$ cat config.mk
export PLATFORM = sky130hd
export DESIGN_NAME = dvs_hssl_top
export DESIGN_NICKNAME = d
export VERILOG_FILES = /design/src/logic/hssl_cfg_pkg.sv /design/src/logic/hssl_pkt_pkg.sv /design/src/logic/hssl_reg_bank.sv /design/src/logic/evt_mapper.sv /design/src/logic/pkt_router.sv /design/src/logic/dvs_hssl_top.sv
export SDC_FILE = /design/constraint.sdc
export NUM_CORES = 2
export LEC_CHECK = 0
export ABC_AREA = 1
export BUFFER_PORTS_ARGS = -buffer_cell sky130_fd_sc_hd__buf_2
export CAP_MARGIN = 20
export CORE_UTILIZATION = 40
export CTS_BUF_LIST = sky130_fd_sc_hd__clkbuf_4
export DETAILED_ROUTE_END_ITERATION = 8
export PLACE_DENSITY_LB_ADDON = 0.12
export SYNTH_ARGS = -nofsm -noshare
export SYNTH_HDL_FRONTEND = slang
export SYNTH_SLANG_ARGS = --single-unit
$ cat constraint.sdc
create_clock -name tl_freerun_clk_int -period 24.1 [get_ports tl_freerun_clk_int]
set_input_delay 6.025 -clock tl_freerun_clk_int [delete_from_list [all_inputs] [get_ports tl_freerun_clk_int]]
set_output_delay 6.025 -clock tl_freerun_clk_int [all_outputs]
set_load 0.03 [all_outputs]
$ cat src/logic/hssl_cfg_pkg.sv
// register map, APB widths, version and routing table sizes
package hssl_cfg_pkg;

  // -----------------------------------------------------------
  // APB slave widths
  // -----------------------------------------------------------
  // byte address, word aligned
  localparam int apb_addr_bits = 8;

  typedef logic [31:0] apb_data_t;

  // read-only version word
  localparam apb_data_t hw_version = 32'h0001_0003;

  // routing table depth
  localparam int num_rt_entries = 4;

  // diagnostic counters: filtered, no route, timed out, sent
  localparam int num_ctrs = 4;

  // selects one table window, each entry is one 32-bit word
  localparam logic [apb_addr_bits-1:0] rt_win_msk =
    apb_addr_bits'(-(num_rt_entries * 4));

  // -----------------------------------------------------------
  // register map
  // -----------------------------------------------------------
  typedef enum logic [apb_addr_bits-1:0] {
    REG_VERSION     = 8'h00,
    REG_MP_KEY      = 8'h04,
    REG_MP_MSK      = 8'h08,
    REG_MP_SFT      = 8'h0C,
    REG_FL_VAL      = 8'h10,
    REG_FL_MSK      = 8'h14,
    REG_DROP_WAIT   = 8'h18,
    REG_CTR_FILT    = 8'h20,
    REG_CTR_NORT    = 8'h24,
    REG_CTR_TOUT    = 8'h28,
    REG_CTR_SENT    = 8'h2C,
    REG_RT_KEY_BASE = 8'h40,
    REG_RT_MSK_BASE = 8'h50,
    REG_RT_RTE_BASE = 8'h60
  } reg_addr_e;

endpackage

$ cat src/logic/hssl_pkt_pkg.sv
// packet key, route, channel and drop types
package hssl_pkt_pkg;

  // SpiNNaker multicast routing key
  typedef logic [31:0] pkt_key_t;

  // mapper field shift amount
  typedef logic [4:0] mp_sft_t;

  // bit 0 enables channel 0, bit 1 enables channel 1
  // channel 0 has priority when both are set
  typedef logic [1:0] route_t;

  // cycles a channel may stall before the packet is dropped
  typedef logic [15:0] drop_wait_t;

  // outgoing HSSL channel selection
  typedef enum logic {
    CH_0 = 1'b0,
    CH_1 = 1'b1
  } chan_e;

  // drop reason reported by the router
  typedef enum logic [1:0] {
    DROP_NONE    = 2'd0,
    DROP_NOROUTE = 2'd1,
    DROP_TIMEOUT = 2'd2
  } rtr_drop_e;

endpackage

$ cat src/logic/hssl_reg_bank.sv
// APB register bank: mapper, filter and router configuration
// plus the diagnostic packet counters
`timescale 1ns/1ps
module hssl_reg_bank (
  input  logic                                  tl_freerun_clk_int,
  input  logic                                  tl_reset_all_int,
  // APB slave
  input  logic                                  psel,
  input  logic                                  penable,
  input  logic                                  pwrite,
  input  logic [hssl_cfg_pkg::apb_addr_bits-1:0] paddr,
  input  hssl_cfg_pkg::apb_data_t               pwdata,
  output hssl_cfg_pkg::apb_data_t               prdata,
  output logic                                  pready,
  output logic                                  pslverr,
  // counter events
  input  logic                                  evt_filtered,
  input  logic                                  pkt_sent,
  input  hssl_pkt_pkg::rtr_drop_e               pkt_drop,
  // mapper and filter
  output hssl_pkt_pkg::pkt_key_t                mp_key,
  output hssl_pkt_pkg::pkt_key_t                mp_msk,
  output hssl_pkt_pkg::mp_sft_t                 mp_sft,
  output hssl_pkt_pkg::pkt_key_t                fl_val,
  output hssl_pkt_pkg::pkt_key_t                fl_msk,
  // router
  output hssl_pkt_pkg::drop_wait_t              drop_wait,
  output hssl_pkt_pkg::pkt_key_t                rt_key   [hssl_cfg_pkg::num_rt_entries],
  output hssl_pkt_pkg::pkt_key_t                rt_msk   [hssl_cfg_pkg::num_rt_entries],
  output hssl_pkt_pkg::route_t                  rt_route [hssl_cfg_pkg::num_rt_entries]
);

  import hssl_cfg_pkg::*;
  import hssl_pkt_pkg::*;

  logic                              apb_wr;
  logic                              reg_hit;
  logic                              rt_key_sel;
  logic                              rt_msk_sel;
  logic                              rt_rte_sel;
  logic [$clog2(num_rt_entries)-1:0] rt_idx;
  logic [num_ctrs-1:0]               ctr_inc;
  apb_data_t                         ctr [num_ctrs];

  // ------------------------------------------------------------
  // address decode
  // ------------------------------------------------------------
  assign rt_idx     = paddr[2 +: $clog2(num_rt_entries)];
  assign rt_key_sel = ((paddr & rt_win_msk) == REG_RT_KEY_BASE) && (paddr[1:0] == 2'b00);
  assign rt_msk_sel = ((paddr & rt_win_msk) == REG_RT_MSK_BASE) && (paddr[1:0] == 2'b00);
  assign rt_rte_sel = ((paddr & rt_win_msk) == REG_RT_RTE_BASE) && (paddr[1:0] == 2'b00);

  // zero wait states
  assign pready  = psel && penable;
  assign pslverr = pready && !reg_hit;
  assign apb_wr  = pready && pwrite;

  // ------------------------------------------------------------
  // configuration and routing table
  // ------------------------------------------------------------
  always_ff @(posedge tl_freerun_clk_int or posedge tl_reset_all_int)
  begin
    if (tl_reset_all_int)
    begin
      mp_key    <= '0;
      mp_msk    <= '0;
      mp_sft    <= '0;
      fl_val    <= '0;
      fl_msk    <= '0;
      drop_wait <= '0;
      for (int i = 0; i < num_rt_entries; i++)
      begin
        rt_key[i]   <= '0;
        rt_msk[i]   <= '0;
        rt_route[i] <= '0;
      end
    end
    else if (apb_wr)
    begin
      // counters and version silently ignore writes
      case (paddr)
        REG_MP_KEY:    mp_key    <= pwdata;
        REG_MP_MSK:    mp_msk    <= pwdata;
        REG_MP_SFT:    mp_sft    <= mp_sft_t'(pwdata);
        REG_FL_VAL:    fl_val    <= pwdata;
        REG_FL_MSK:    fl_msk    <= pwdata;
        REG_DROP_WAIT: drop_wait <= drop_wait_t'(pwdata);
        default:       ;
      endcase
      if (rt_key_sel)
        rt_key[rt_idx] <= pwdata;
      if (rt_msk_sel)
        rt_msk[rt_idx] <= pwdata;
      if (rt_rte_sel)
        rt_route[rt_idx] <= route_t'(pwdata);
    end
  end

  // ------------------------------------------------------------
  // diagnostic counters, free wrapping
  // ------------------------------------------------------------
  assign ctr_inc = {pkt_sent, (pkt_drop == DROP_TIMEOUT), (pkt_drop == DROP_NOROUTE),
                    evt_filtered};

  always_ff @(posedge tl_freerun_clk_int or posedge tl_reset_all_int)
  begin
    if (tl_reset_all_int)
    begin
      for (int i = 0; i < num_ctrs; i++)
        ctr[i] <= '0;
    end
    else
    begin
      for (int i = 0; i < num_ctrs; i++)
        if (ctr_inc[i])
          ctr[i] <= ctr[i] + 1'b1;
    end
  end

  // ------------------------------------------------------------
  // read mux
  // ------------------------------------------------------------
  always_comb
  begin
    prdata  = '0;
    reg_hit = 1'b1;
    case (paddr)
      REG_VERSION:   prdata = hw_version;
      REG_MP_KEY:    prdata = mp_key;
      REG_MP_MSK:    prdata = mp_msk;
      REG_MP_SFT:    prdata = apb_data_t'(mp_sft);
      REG_FL_VAL:    prdata = fl_val;
      REG_FL_MSK:    prdata = fl_msk;
      REG_DROP_WAIT: prdata = apb_data_t'(drop_wait);
      REG_CTR_FILT:  prdata = ctr[0];
      REG_CTR_NORT:  prdata = ctr[1];
      REG_CTR_TOUT:  prdata = ctr[2];
      REG_CTR_SENT:  prdata = ctr[3];
      default:
      begin
        // table windows, anything else is unmapped
        if (rt_key_sel)
          prdata = rt_key[rt_idx];
        else if (rt_msk_sel)
          prdata = rt_msk[rt_idx];
        else if (rt_rte_sel)
          prdata = apb_data_t'(rt_route[rt_idx]);
        else
          reg_hit = 1'b0;
      end
    endcase
  end

endmodule

$ cat src/logic/evt_mapper.sv
// event filter and key mapper with one-deep output register
`timescale 1ns/1ps
module evt_mapper (
  input  logic                   tl_freerun_clk_int,
  input  logic                   tl_reset_all_int,
  // sensor events
  input  logic [31:0]            evt_data,
  input  logic                   evt_vld,
  output logic                   evt_rdy,
  // configuration
  input  hssl_pkt_pkg::pkt_key_t mp_key,
  input  hssl_pkt_pkg::pkt_key_t mp_msk,
  input  hssl_pkt_pkg::mp_sft_t  mp_sft,
  input  hssl_pkt_pkg::pkt_key_t fl_val,
  input  hssl_pkt_pkg::pkt_key_t fl_msk,
  // mapped keys to router
  output hssl_pkt_pkg::pkt_key_t map_key,
  output logic                   map_vld,
  input  logic                   map_rdy,
  output logic                   evt_filtered
);

  import hssl_pkt_pkg::*;

  logic     evt_xfer;
  logic     evt_drop;
  pkt_key_t evt_key;

  // an all-zero filter mask disables the filter
  assign evt_drop = (fl_msk != '0) && ((evt_data & fl_msk) == fl_val);

  // base key plus extracted event field
  assign evt_key  = mp_key | ((evt_data & mp_msk) >> mp_sft);

  // free or draining this cycle
  assign evt_rdy  = !map_vld || map_rdy;
  assign evt_xfer = evt_vld && evt_rdy;

  always_ff @(posedge tl_freerun_clk_int or posedge tl_reset_all_int)
  begin
    if (tl_reset_all_int)
    begin
      map_vld      <= 1'b0;
      evt_filtered <= 1'b0;
    end
    else
    begin
      evt_filtered <= evt_xfer && evt_drop;
      if (evt_xfer && !evt_drop)
        map_vld <= 1'b1;
      else if (map_rdy)
        map_vld <= 1'b0;
    end
  end

  // key payload
  always_ff @(posedge tl_freerun_clk_int)
  begin
    if (evt_xfer && !evt_drop)
      map_key <= evt_key;
  end

endmodule

$ cat src/logic/pkt_router.sv
// key/mask routing table lookup, channel steering and drop-wait timer
`timescale 1ns/1ps
module pkt_router (
  input  logic                     tl_freerun_clk_int,
  input  logic                     tl_reset_all_int,
  // mapped keys
  input  hssl_pkt_pkg::pkt_key_t   map_key,
  input  logic                     map_vld,
  output logic                     map_rdy,
  // routing table and drop wait
  input  hssl_pkt_pkg::pkt_key_t   rt_key   [hssl_cfg_pkg::num_rt_entries],
  input  hssl_pkt_pkg::pkt_key_t   rt_msk   [hssl_cfg_pkg::num_rt_entries],
  input  hssl_pkt_pkg::route_t     rt_route [hssl_cfg_pkg::num_rt_entries],
  input  hssl_pkt_pkg::drop_wait_t drop_wait,
  // outgoing HSSL channels
  output hssl_pkt_pkg::pkt_key_t   ch0_key,
  output logic                     ch0_vld,
  input  logic                     ch0_rdy,
  output hssl_pkt_pkg::pkt_key_t   ch1_key,
  output logic                     ch1_vld,
  input  logic                     ch1_rdy,
  // counter events
  output logic                     pkt_sent,
  output hssl_pkt_pkg::rtr_drop_e  pkt_drop
);

  import hssl_cfg_pkg::*;
  import hssl_pkt_pkg::*;

  logic       held;
  chan_e      held_ch;
  pkt_key_t   held_key;
  drop_wait_t wait_cnt;
  logic       nort_pend;
  logic       hit;
  route_t     hit_route;
  logic       sel_rdy;
  logic       out_xfer;
  logic       tout;
  logic       map_xfer;
  logic       nort;

  // ------------------------------------------------------------
  // table lookup, lowest index wins
  // ------------------------------------------------------------
  always_comb
  begin
    hit       = 1'b0;
    hit_route = '0;
    // walk downwards so the lowest matching entry is kept
    for (int i = num_rt_entries - 1; i >= 0; i--)
      if (((map_key & rt_msk[i]) == rt_key[i]) && (rt_route[i] != '0))
      begin
        hit       = 1'b1;
        hit_route = rt_route[i];
      end
  end

  // ------------------------------------------------------------
  // output handshake and drop-wait
  // ------------------------------------------------------------
  assign sel_rdy  = (held_ch == CH_0) ? ch0_rdy : ch1_rdy;
  assign out_xfer = held && sel_rdy;
  // vld has been up drop_wait cycles without acceptance
  assign tout     = held && !sel_rdy && (drop_wait != '0) && (wait_cnt == drop_wait - 1'b1);
  assign map_rdy  = !held || out_xfer || tout;
  assign map_xfer = map_vld && map_rdy;
  assign nort     = map_xfer && !hit;

  assign ch0_vld  = held && (held_ch == CH_0);
  assign ch1_vld  = held && (held_ch == CH_1);
  assign ch0_key  = held_key;
  assign ch1_key  = held_key;

  always_ff @(posedge tl_freerun_clk_int or posedge tl_reset_all_int)
  begin
    if (tl_reset_all_int)
    begin
      held      <= 1'b0;
      held_ch   <= CH_0;
      wait_cnt  <= '0;
      nort_pend <= 1'b0;
      pkt_sent  <= 1'b0;
      pkt_drop  <= DROP_NONE;
    end
    else
    begin
      pkt_sent <= out_xfer;

      // channel 0 first when both route bits are set
      if (map_xfer && hit)
      begin
        held     <= 1'b1;
        held_ch  <= hit_route[0] ? CH_0 : CH_1;
        wait_cnt <= '0;
      end
      else
      begin
        if (out_xfer || tout)
          held <= 1'b0;
        if (held)
          wait_cnt <= wait_cnt + 1'b1;
      end

      // timeout and no-route can coincide, the no-route report slips a cycle
      if (tout)
      begin
        pkt_drop  <= DROP_TIMEOUT;
        nort_pend <= nort;
      end
      else if (nort || nort_pend)
      begin
        pkt_drop  <= DROP_NOROUTE;
        nort_pend <= nort && nort_pend;
      end
      else
        pkt_drop <= DROP_NONE;
    end
  end

  // key payload
  always_ff @(posedge tl_freerun_clk_int)
  begin
    if (map_xfer && hit)
      held_key <= map_key;
  end

endmodule

$ cat src/logic/dvs_hssl_top.sv
// DVS event to HSSL packet core: register bank, mapper and router
`timescale 1ns/1ps
module dvs_hssl_top (
  input  logic                                  tl_freerun_clk_int,
  input  logic                                  tl_reset_all_int,
  // APB slave
  input  logic                                  psel,
  input  logic                                  penable,
  input  logic                                  pwrite,
  input  logic [hssl_cfg_pkg::apb_addr_bits-1:0] paddr,
  input  hssl_cfg_pkg::apb_data_t               pwdata,
  output hssl_cfg_pkg::apb_data_t               prdata,
  output logic                                  pready,
  output logic                                  pslverr,
  // sensor events
  input  logic [31:0]                           evt_data,
  input  logic                                  evt_vld,
  output logic                                  evt_rdy,
  // HSSL channels
  output hssl_pkt_pkg::pkt_key_t                ch0_key,
  output logic                                  ch0_vld,
  input  logic                                  ch0_rdy,
  output hssl_pkt_pkg::pkt_key_t                ch1_key,
  output logic                                  ch1_vld,
  input  logic                                  ch1_rdy
);

  import hssl_cfg_pkg::*;
  import hssl_pkt_pkg::*;

  // ------------------------------------------------------------
  // configuration from the bank
  // ------------------------------------------------------------
  pkt_key_t   mp_key;
  pkt_key_t   mp_msk;
  mp_sft_t    mp_sft;
  pkt_key_t   fl_val;
  pkt_key_t   fl_msk;
  drop_wait_t drop_wait;
  pkt_key_t   rt_key   [num_rt_entries];
  pkt_key_t   rt_msk   [num_rt_entries];
  route_t     rt_route [num_rt_entries];

  // mapper to router
  pkt_key_t   map_key;
  logic       map_vld;
  logic       map_rdy;

  // counter pulses
  logic       evt_filtered;
  logic       pkt_sent;
  rtr_drop_e  pkt_drop;

  hssl_reg_bank rb (
    .tl_freerun_clk_int (tl_freerun_clk_int),
    .tl_reset_all_int   (tl_reset_all_int),
    .psel               (psel),
    .penable            (penable),
    .pwrite             (pwrite),
    .paddr              (paddr),
    .pwdata             (pwdata),
    .prdata             (prdata),
    .pready             (pready),
    .pslverr            (pslverr),
    .evt_filtered       (evt_filtered),
    .pkt_sent           (pkt_sent),
    .pkt_drop           (pkt_drop),
    .mp_key             (mp_key),
    .mp_msk             (mp_msk),
    .mp_sft             (mp_sft),
    .fl_val             (fl_val),
    .fl_msk             (fl_msk),
    .drop_wait          (drop_wait),
    .rt_key             (rt_key),
    .rt_msk             (rt_msk),
    .rt_route           (rt_route)
  );

  evt_mapper mp (
    .tl_freerun_clk_int (tl_freerun_clk_int),
    .tl_reset_all_int   (tl_reset_all_int),
    .evt_data           (evt_data),
    .evt_vld            (evt_vld),
    .evt_rdy            (evt_rdy),
    .mp_key             (mp_key),
    .mp_msk             (mp_msk),
    .mp_sft             (mp_sft),
    .fl_val             (fl_val),
    .fl_msk             (fl_msk),
    .map_key            (map_key),
    .map_vld            (map_vld),
    .map_rdy            (map_rdy),
    .evt_filtered       (evt_filtered)
  );

  pkt_router pr (
    .tl_freerun_clk_int (tl_freerun_clk_int),
    .tl_reset_all_int   (tl_reset_all_int),
    .map_key            (map_key),
    .map_vld            (map_vld),
    .map_rdy            (map_rdy),
    .rt_key             (rt_key),
    .rt_msk             (rt_msk),
    .rt_route           (rt_route),
    .drop_wait          (drop_wait),
    .ch0_key            (ch0_key),
    .ch0_vld            (ch0_vld),
    .ch0_rdy            (ch0_rdy),
    .ch1_key            (ch1_key),
    .ch1_vld            (ch1_vld),
    .ch1_rdy            (ch1_rdy),
    .pkt_sent           (pkt_sent),
    .pkt_drop           (pkt_drop)
  );

endmodule

Word-level counts from Yosys, hierarchy flattened:

Index checks and enable logic that the tools add are counted.

* output and inout bits: 101
* word-level logic and storage cells: 173
* bits of input ports: 80
* bits in registers: 629

* bitwise operators: 9
* $lt $le $gt $ge: 2
* shifts and indexed selects: 1
* mux-type cells: 44
* eq/ne operators: 21
* add/subtract/negate cells: 6
* reduce and logical (&&, ||, !) cells: 58

Operators by type and width (number)
* $pmux W32 S11: 1
* $bwmux W128: 2
* $mux W32: 7
* $and A32 B32 Y32: 6
* $eq A32 B32 Y1: 5
* $add A32 B1 Y32 const B: 4
* $bmux W32 S2: 2
* $demux W32 S2: 1
* $eq A8 B6 Y1 const B: 4
* $mux W16: 2
* $or A32 B32 Y32: 1
* $reduce_bool A32 Y1: 1
* $shr A32 B5 Y32: 1
* $logic_and A1 B1 Y1: 25
* $eq A8 B5 Y1 const B: 3
* $mux W1: 21
* $reduce_and A2 Y1: 9
* $add A16 B1 Y16 const B: 1
* $eq A16 B16 Y1: 1
* $eq A8 B4 Y1 const B: 2
* $reduce_bool A16 Y1: 1
* $reduce_bool A2 Y1: 8
* $sub A16 B1 Y16 const B: 1
* $eq A4 B3 Y1 const B: 3
* other kinds (16): 29

Logic depth before layout (Yosys ltp):

* word-level depth: 12
* gate-level depth with buffers: 17
* mapped depth without buffers: 16

Hierarchy:

Synthesis repeated with hierarchy kept, for this count alone.

* cells, all modules: 5144
* area total of the unflattened synthesis: 36575.1 um^2

By module, submodules not included
* hssl_reg_bank: instances 1, sequential area each 13538.0 um^2, area each 26042.5 um^2, cells an instance 3406
* pkt_router: instances 1, sequential area each 1511.4 um^2, area each 6511.2 um^2, cells an instance 1096
* evt_mapper: instances 1, sequential area each 1011.0 um^2, area each 4021.4 um^2, cells an instance 642

Worst setup path before layout:

No wires, ideal clock.

* path kind: input-to-output
* start point: input paddr[3] (netlist bit)
* end point: output pslverr
* path slack: 10379 ps
* buffers on the path: 3
* data arrival time: 7696 ps
* data required time: 18075 ps
* stages: 11
* cell sequence: inv_2 > or2_1 > buf_2 > nor2_8 > nand2_1 > inv_2 > buf_4 > buf_6 > nor3_1 > nand3_1 > nor3_1

* longest elaborated chain between the ends: 5
* elaborated cells on any way between the ends: 15
* those cells by class: eq/ne (10); mux (1); reduce/logical (4)

Ends and longest elaborated chain
* start: declaration: line dvs_hssl_top.sv:10 `input logic [hssl_cfg_pkg::apb_addr_bits-1:0] paddr,`
* $eq A8 B3 Y1, or another cell as far along: line hssl_reg_bank.sv:127 `case (paddr)`
* $reduce_or A11 Y1 (no source line) *
* $mux W1 *: line hssl_reg_bank.sv:127
* $logic_not A1 Y1 *: line hssl_reg_bank.sv:55 `assign pslverr = pready && !reg_hit;`
* $logic_and A1 B1 Y1 *: line hssl_reg_bank.sv:55
* end: declaration: line dvs_hssl_top.sv:14 `output logic pslverr,`

Mark *: on every way between the ends. The rest lies on a longest branch, timed or not.

Final worst setup path:

* start point: input paddr[3] (netlist bit)
* end point: output prdata[8]

* longest elaborated chain between the ends: 7
* elaborated cells on any way between the ends: 21
* those cells by class: eq/ne (10); mux (9); bitwise (1); reduce/logical (1)

Ends and longest elaborated chain
* $not A2 Y3 (implied by the code): line hssl_reg_bank.sv:143, hssl_reg_bank.sv:145
* $bmux W32 S2: line hssl_reg_bank.sv:145 `prdata = rt_msk[rt_idx];`
* $mux W32 (implied by the code) (2 in series): line hssl_reg_bank.sv:145
* $mux W32: line hssl_reg_bank.sv:144 `else if (rt_msk_sel)`
* $mux W32: line hssl_reg_bank.sv:142 `if (rt_key_sel)`
* $pmux W32 S11 *: line hssl_reg_bank.sv:127
* end: declaration: line dvs_hssl_top.sv:12 `output hssl_cfg_pkg::apb_data_t prdata,`

Mark *: on every way between the ends. The rest lies on a longest branch, timed or not. The select of a mux whose other input is x is not followed.

==> reports/qor_table.md <==
| Result | This run | Unit |
|---|---|---|
| Result of the run | finished clean | - |
| Proportion of synthesized area in mux cells | 0.203 | % |
| Worst hold slack across all endpoints | 0.466 | ns |
| Synth Area in Compound Gates | 14.0 | % |
| Worst Path Required | 18.07 | ns |
| Slew headroom | 12.9 | % |
| Buffers on Ports | 180 | - |
| First-pass DRT Iterations | 8 | - |
| Area contributors post-synth | dfrtp_1 41%, nand2_1 15%, o21ai_0 6.8% | - |
| Register bit total from synthesis | 629 | - |
| Startpoint of the lowest-slack register-to-register path | mp.map_key[10] | - |
| Met2 usage in global routing | 51.0 | % |
| Placed Cells | 5,594 | - |
| Final hold violation count | 0 | - |
| Xor/xnor cell area share of the yosys netlist | 4.90 | % |
| Hold Startpoint | rb.ctr[89] | - |
| Placer congestion estimate | 1.03 | - |
| Post-CTS repair timing setup buffer count | 0 | - |
| Actual slew at the worst max-slew pin | 1.29 | ns |
| Core region area | 0.0853 | mm² |
| Endpoint of the worst-slack reg-to-reg timing path | pr.ch0_key[23] | - |
| TritonCTS clock tree | done | - |
| Total power draw | 2.44 | mW |
| Final Cycle Share | 65.0 | % |
| Root Driver | clkbuf_4 | - |
| Post-synthesis net count | 4,546 | - |
| Async set-reset flop share out of synthesis | 89.8 | % |
| Rows | 107 | - |
| Final Cell Area | 0.0386 | mm² |
| CP max FO | 25 | - |
| Total of hold buffers inserted after clock tree synthesis | 0 | - |
| # nets final | 4,721 | - |
| Hpwl dp | 112,000 | µm |
| Power density cells | 63.1 | mW/mm² |
| Number of clock buffers inserted by TritonCTS | 180 | - |
| Critical path capture point type | output port | - |
| Overall fraction of global-route tracks in use | 34.9 | % |
| Average wire per cell in the routed design | 25.7 | µm |
| Most Crowded Layer GR | met2 | - |
| Number of maximum-capacitance constraint violations | 0 | - |
| Largest family of logic cells by synthesized area | simple AND/OR/NAND/NOR gates | - |
| Max Clock Skew | 0.0829 | ns |
| Area growth from synthesis to layout | 11.8 | % |
| Min cycle time layout | 15.66 | ns |
| Highest attainable clock frequency | 63.8 | MHz |
| Post-DRT Antenna Nets | 0 | - |
| Hold Path Sink | rb.ctr[89] | - |
| Synth Cell Area | 0.0345 | mm² |
| Kind of critical path | in -> out | - |
| Final setup viols | 0 | - |
| Worst-Skew Late Latency | 1.18 | ns |
| Final Slew Violations | 0 | - |
| Total grt overflow | 0 | - |
| Top-level port count | 181 | - |
| Number of antenna violations at the first check in global routing | 6 | - |
| Number of clock sinks seen by CTS | 629 | - |
| Startpoint of the most critical setup path | paddr[3] | - |
| Synth Flop Type | dfrtp_1 | - |
| Yosys Warn Count | 0 | - |
| Fraction of met1 tracks used by global routing | 49.5 | % |
| Via total after detailed routing | 32,900 | - |
| Routed vias/inst | 5.55 | - |
| RSZ-0062 raised after global routing | false | - |
| Via count of the first global-routing pass | 30,000 | - |
| Global-route met3 utilization | 7.46 | % |
| Share of post-route cells with drive strength above 1 | 12.9 | % |
| Pin count of the biggest net entering global routing | 150 | - |
| Initial Util | 40.5 | % |
| Reg-to-reg slack, setup | 19.80 | ns |
| Initial detailed-routing violation count | 4,323 | - |
| Share of synthesized area occupied by flip-flops and latches | 46.5 | % |
| Hold crit path type | reg -> reg | - |
| Number of distinct library cell variants in the gate-level netlist after synthesis | 58 | - |
| Per-instance average area after synthesis | 7.74 | µm² |
| DIE AREA | 0.0875 | mm² |
| Total wirelength of the detailed-routed design | 152,000 | µm |
| Number of enable-type register cells in the synthesized netlist | 64 | - |
| CTS H-tree lvls | 4 | - |
| Setup TNS | 0 | ns |
| Yosys top cell by area | dfrtp_1 | - |
| Area share of the leading cell type in the synthesized netlist | 40.9 | % |
| Area of placed instances | 0.0362 | mm² |
| Maximum vdd drop | 0.0462 | mV |
| Most numerous cell in the Yosys netlist | nand2_1 | - |
| Final standard cell count with taps included and fillers excluded | 5,930 | - |
| Simple logic cell fraction of the synthesized area | 26.4 | % |
| Synthesized netlist cell count | 4,459 | - |
| Clock-pin transition on the worst setup and hold timing paths | 0.06 | ns |
| Global-route wire length before repair | 217,000 | µm |
| Crit path DAT | 9.64 | ns |
| Die span in y | 296 | µm |
| Leakage Power | 18.3 | nW |
| Instance count along the most critical hold path | 1 | - |
| Leading cell types by count after synthesis | 1,382 x nand2_1, 565 x dfrtp_1, 468 x o21ai_0 | - |
| Number of buffers between clock root and the deepest sink | 3 | - |
| Worst Reg-to-Reg Cells | 10 | - |
| Die X | 296 | µm |
| Number of gates resized after cts | 0 | - |
| Detailed-route DRC error count | 0 | - |
| Critical path launch point type | input port | - |
| Arithmetic-cell share of the synthesized area counting full adders, half adders and majority gates | 0.254 | % |
## power breakdown
| group | switching, mW | leakage [nW] | internal (mW) |
|---|---|---|---|
| Sequential | 0.0620 | 8.47 | 1.11 |
| Combinational | 0.153 | 8.41 | 0.0502 |
| Clock | 0.505 | 1.39 | 0.555 |
| Total | 0.720 | 18.3 | 1.72 |
## cells in the final DEF (no fill, tap or decap), types with 64 or more instances in the layout
cell type  Yosys  routed
a22oi_1       97      97
buf_2         22     181
clkbuf_4       0     271
dfrtp_1      565     565
edfxtp_1      64      64
inv_1        413     411
nand2_1     1382    1380
nand3_1      217     214
nand4_1       64      64
nor2_1       237     236
o21ai_0      468     468
o21ai_1      110     110
xor2_1       166     166
## flip-flops by register name (all words and copies together), names as in the netlist, 16 cells and up
name,cells
mp.map_key,32
pr.ch0_key,32
pr.wait_cnt,16
rb.ctr,128
rb.drop_wait,16
rb.fl_msk,32
rb.fl_val,32
rb.mp_key,32
rb.mp_msk,32
rb.rt_key,128
rb.rt_msk,128
## critical path, cell delays in order
cell	delay [ns]
buf_2	0.14
nand2_1	0.07
buf_4	0.48
nor2_1	0.14
nand2_1	0.69
inv_2	0.38
nand2_1	0.14
o21ai_0	0.14
nor4_1	0.87
nand3_1	0.27
buf_2	0.27
## how the worst max path moves through the flow
stage	end	slack, ns	cells past startpoint
finish	prdata[8]	8.44	11
global route	prdata[3]	8.54	13
CTS	prdata[8]	8.63	11
detailed placement	prdata[8]	8.63	11
global placement	prdata[10]	8.67	12
floorplan	mp.evt_filtered	2.27	1
## area by class of cell
| cell class | count | area, µm² |
|---|---|---|
| Inverter | 437 | 1650 |
| Tap cell | 1144 | 1430 |
| Fill cell | 8898 | 46700 |
| Clock inverter | 57 | 347 |
| Sequential cell | 629 | 16100 |
| Timing Repair Buffer | 218 | 1220 |
| Multi-Input combinational cell | 3168 | 15900 |
| Antenna cell | 6 | 15.0 |
| Clock buffer | 271 | 2030 |
## layer usage
layer,routed length [µm],vias up
li1,-,15100
met3,14000,298
met5,28,-
met2,65000,1688
met1,66600,15800
met4,6500,4
## cell families after synthesis
kind of cell    after synthesis
fa+ha+maj                     7
mux                           7
flops                       629
xor+xnor                    193
simple gates               2117
buf+inv                     662
compound gates              844
## per-stage QoR
step / setup slack (ns) / utilization (%)
2_1_floorplan: 2.27 / -
3_3_place_gp: 8.67 / 42.4
3_5_place_dp: 8.63 / 42.4
4_1_cts: 8.63 / 45.2
5_1_grt: 8.54 / 45.3
6_report: 8.44 / 45.3
Power figures use the tool's default switching activity.
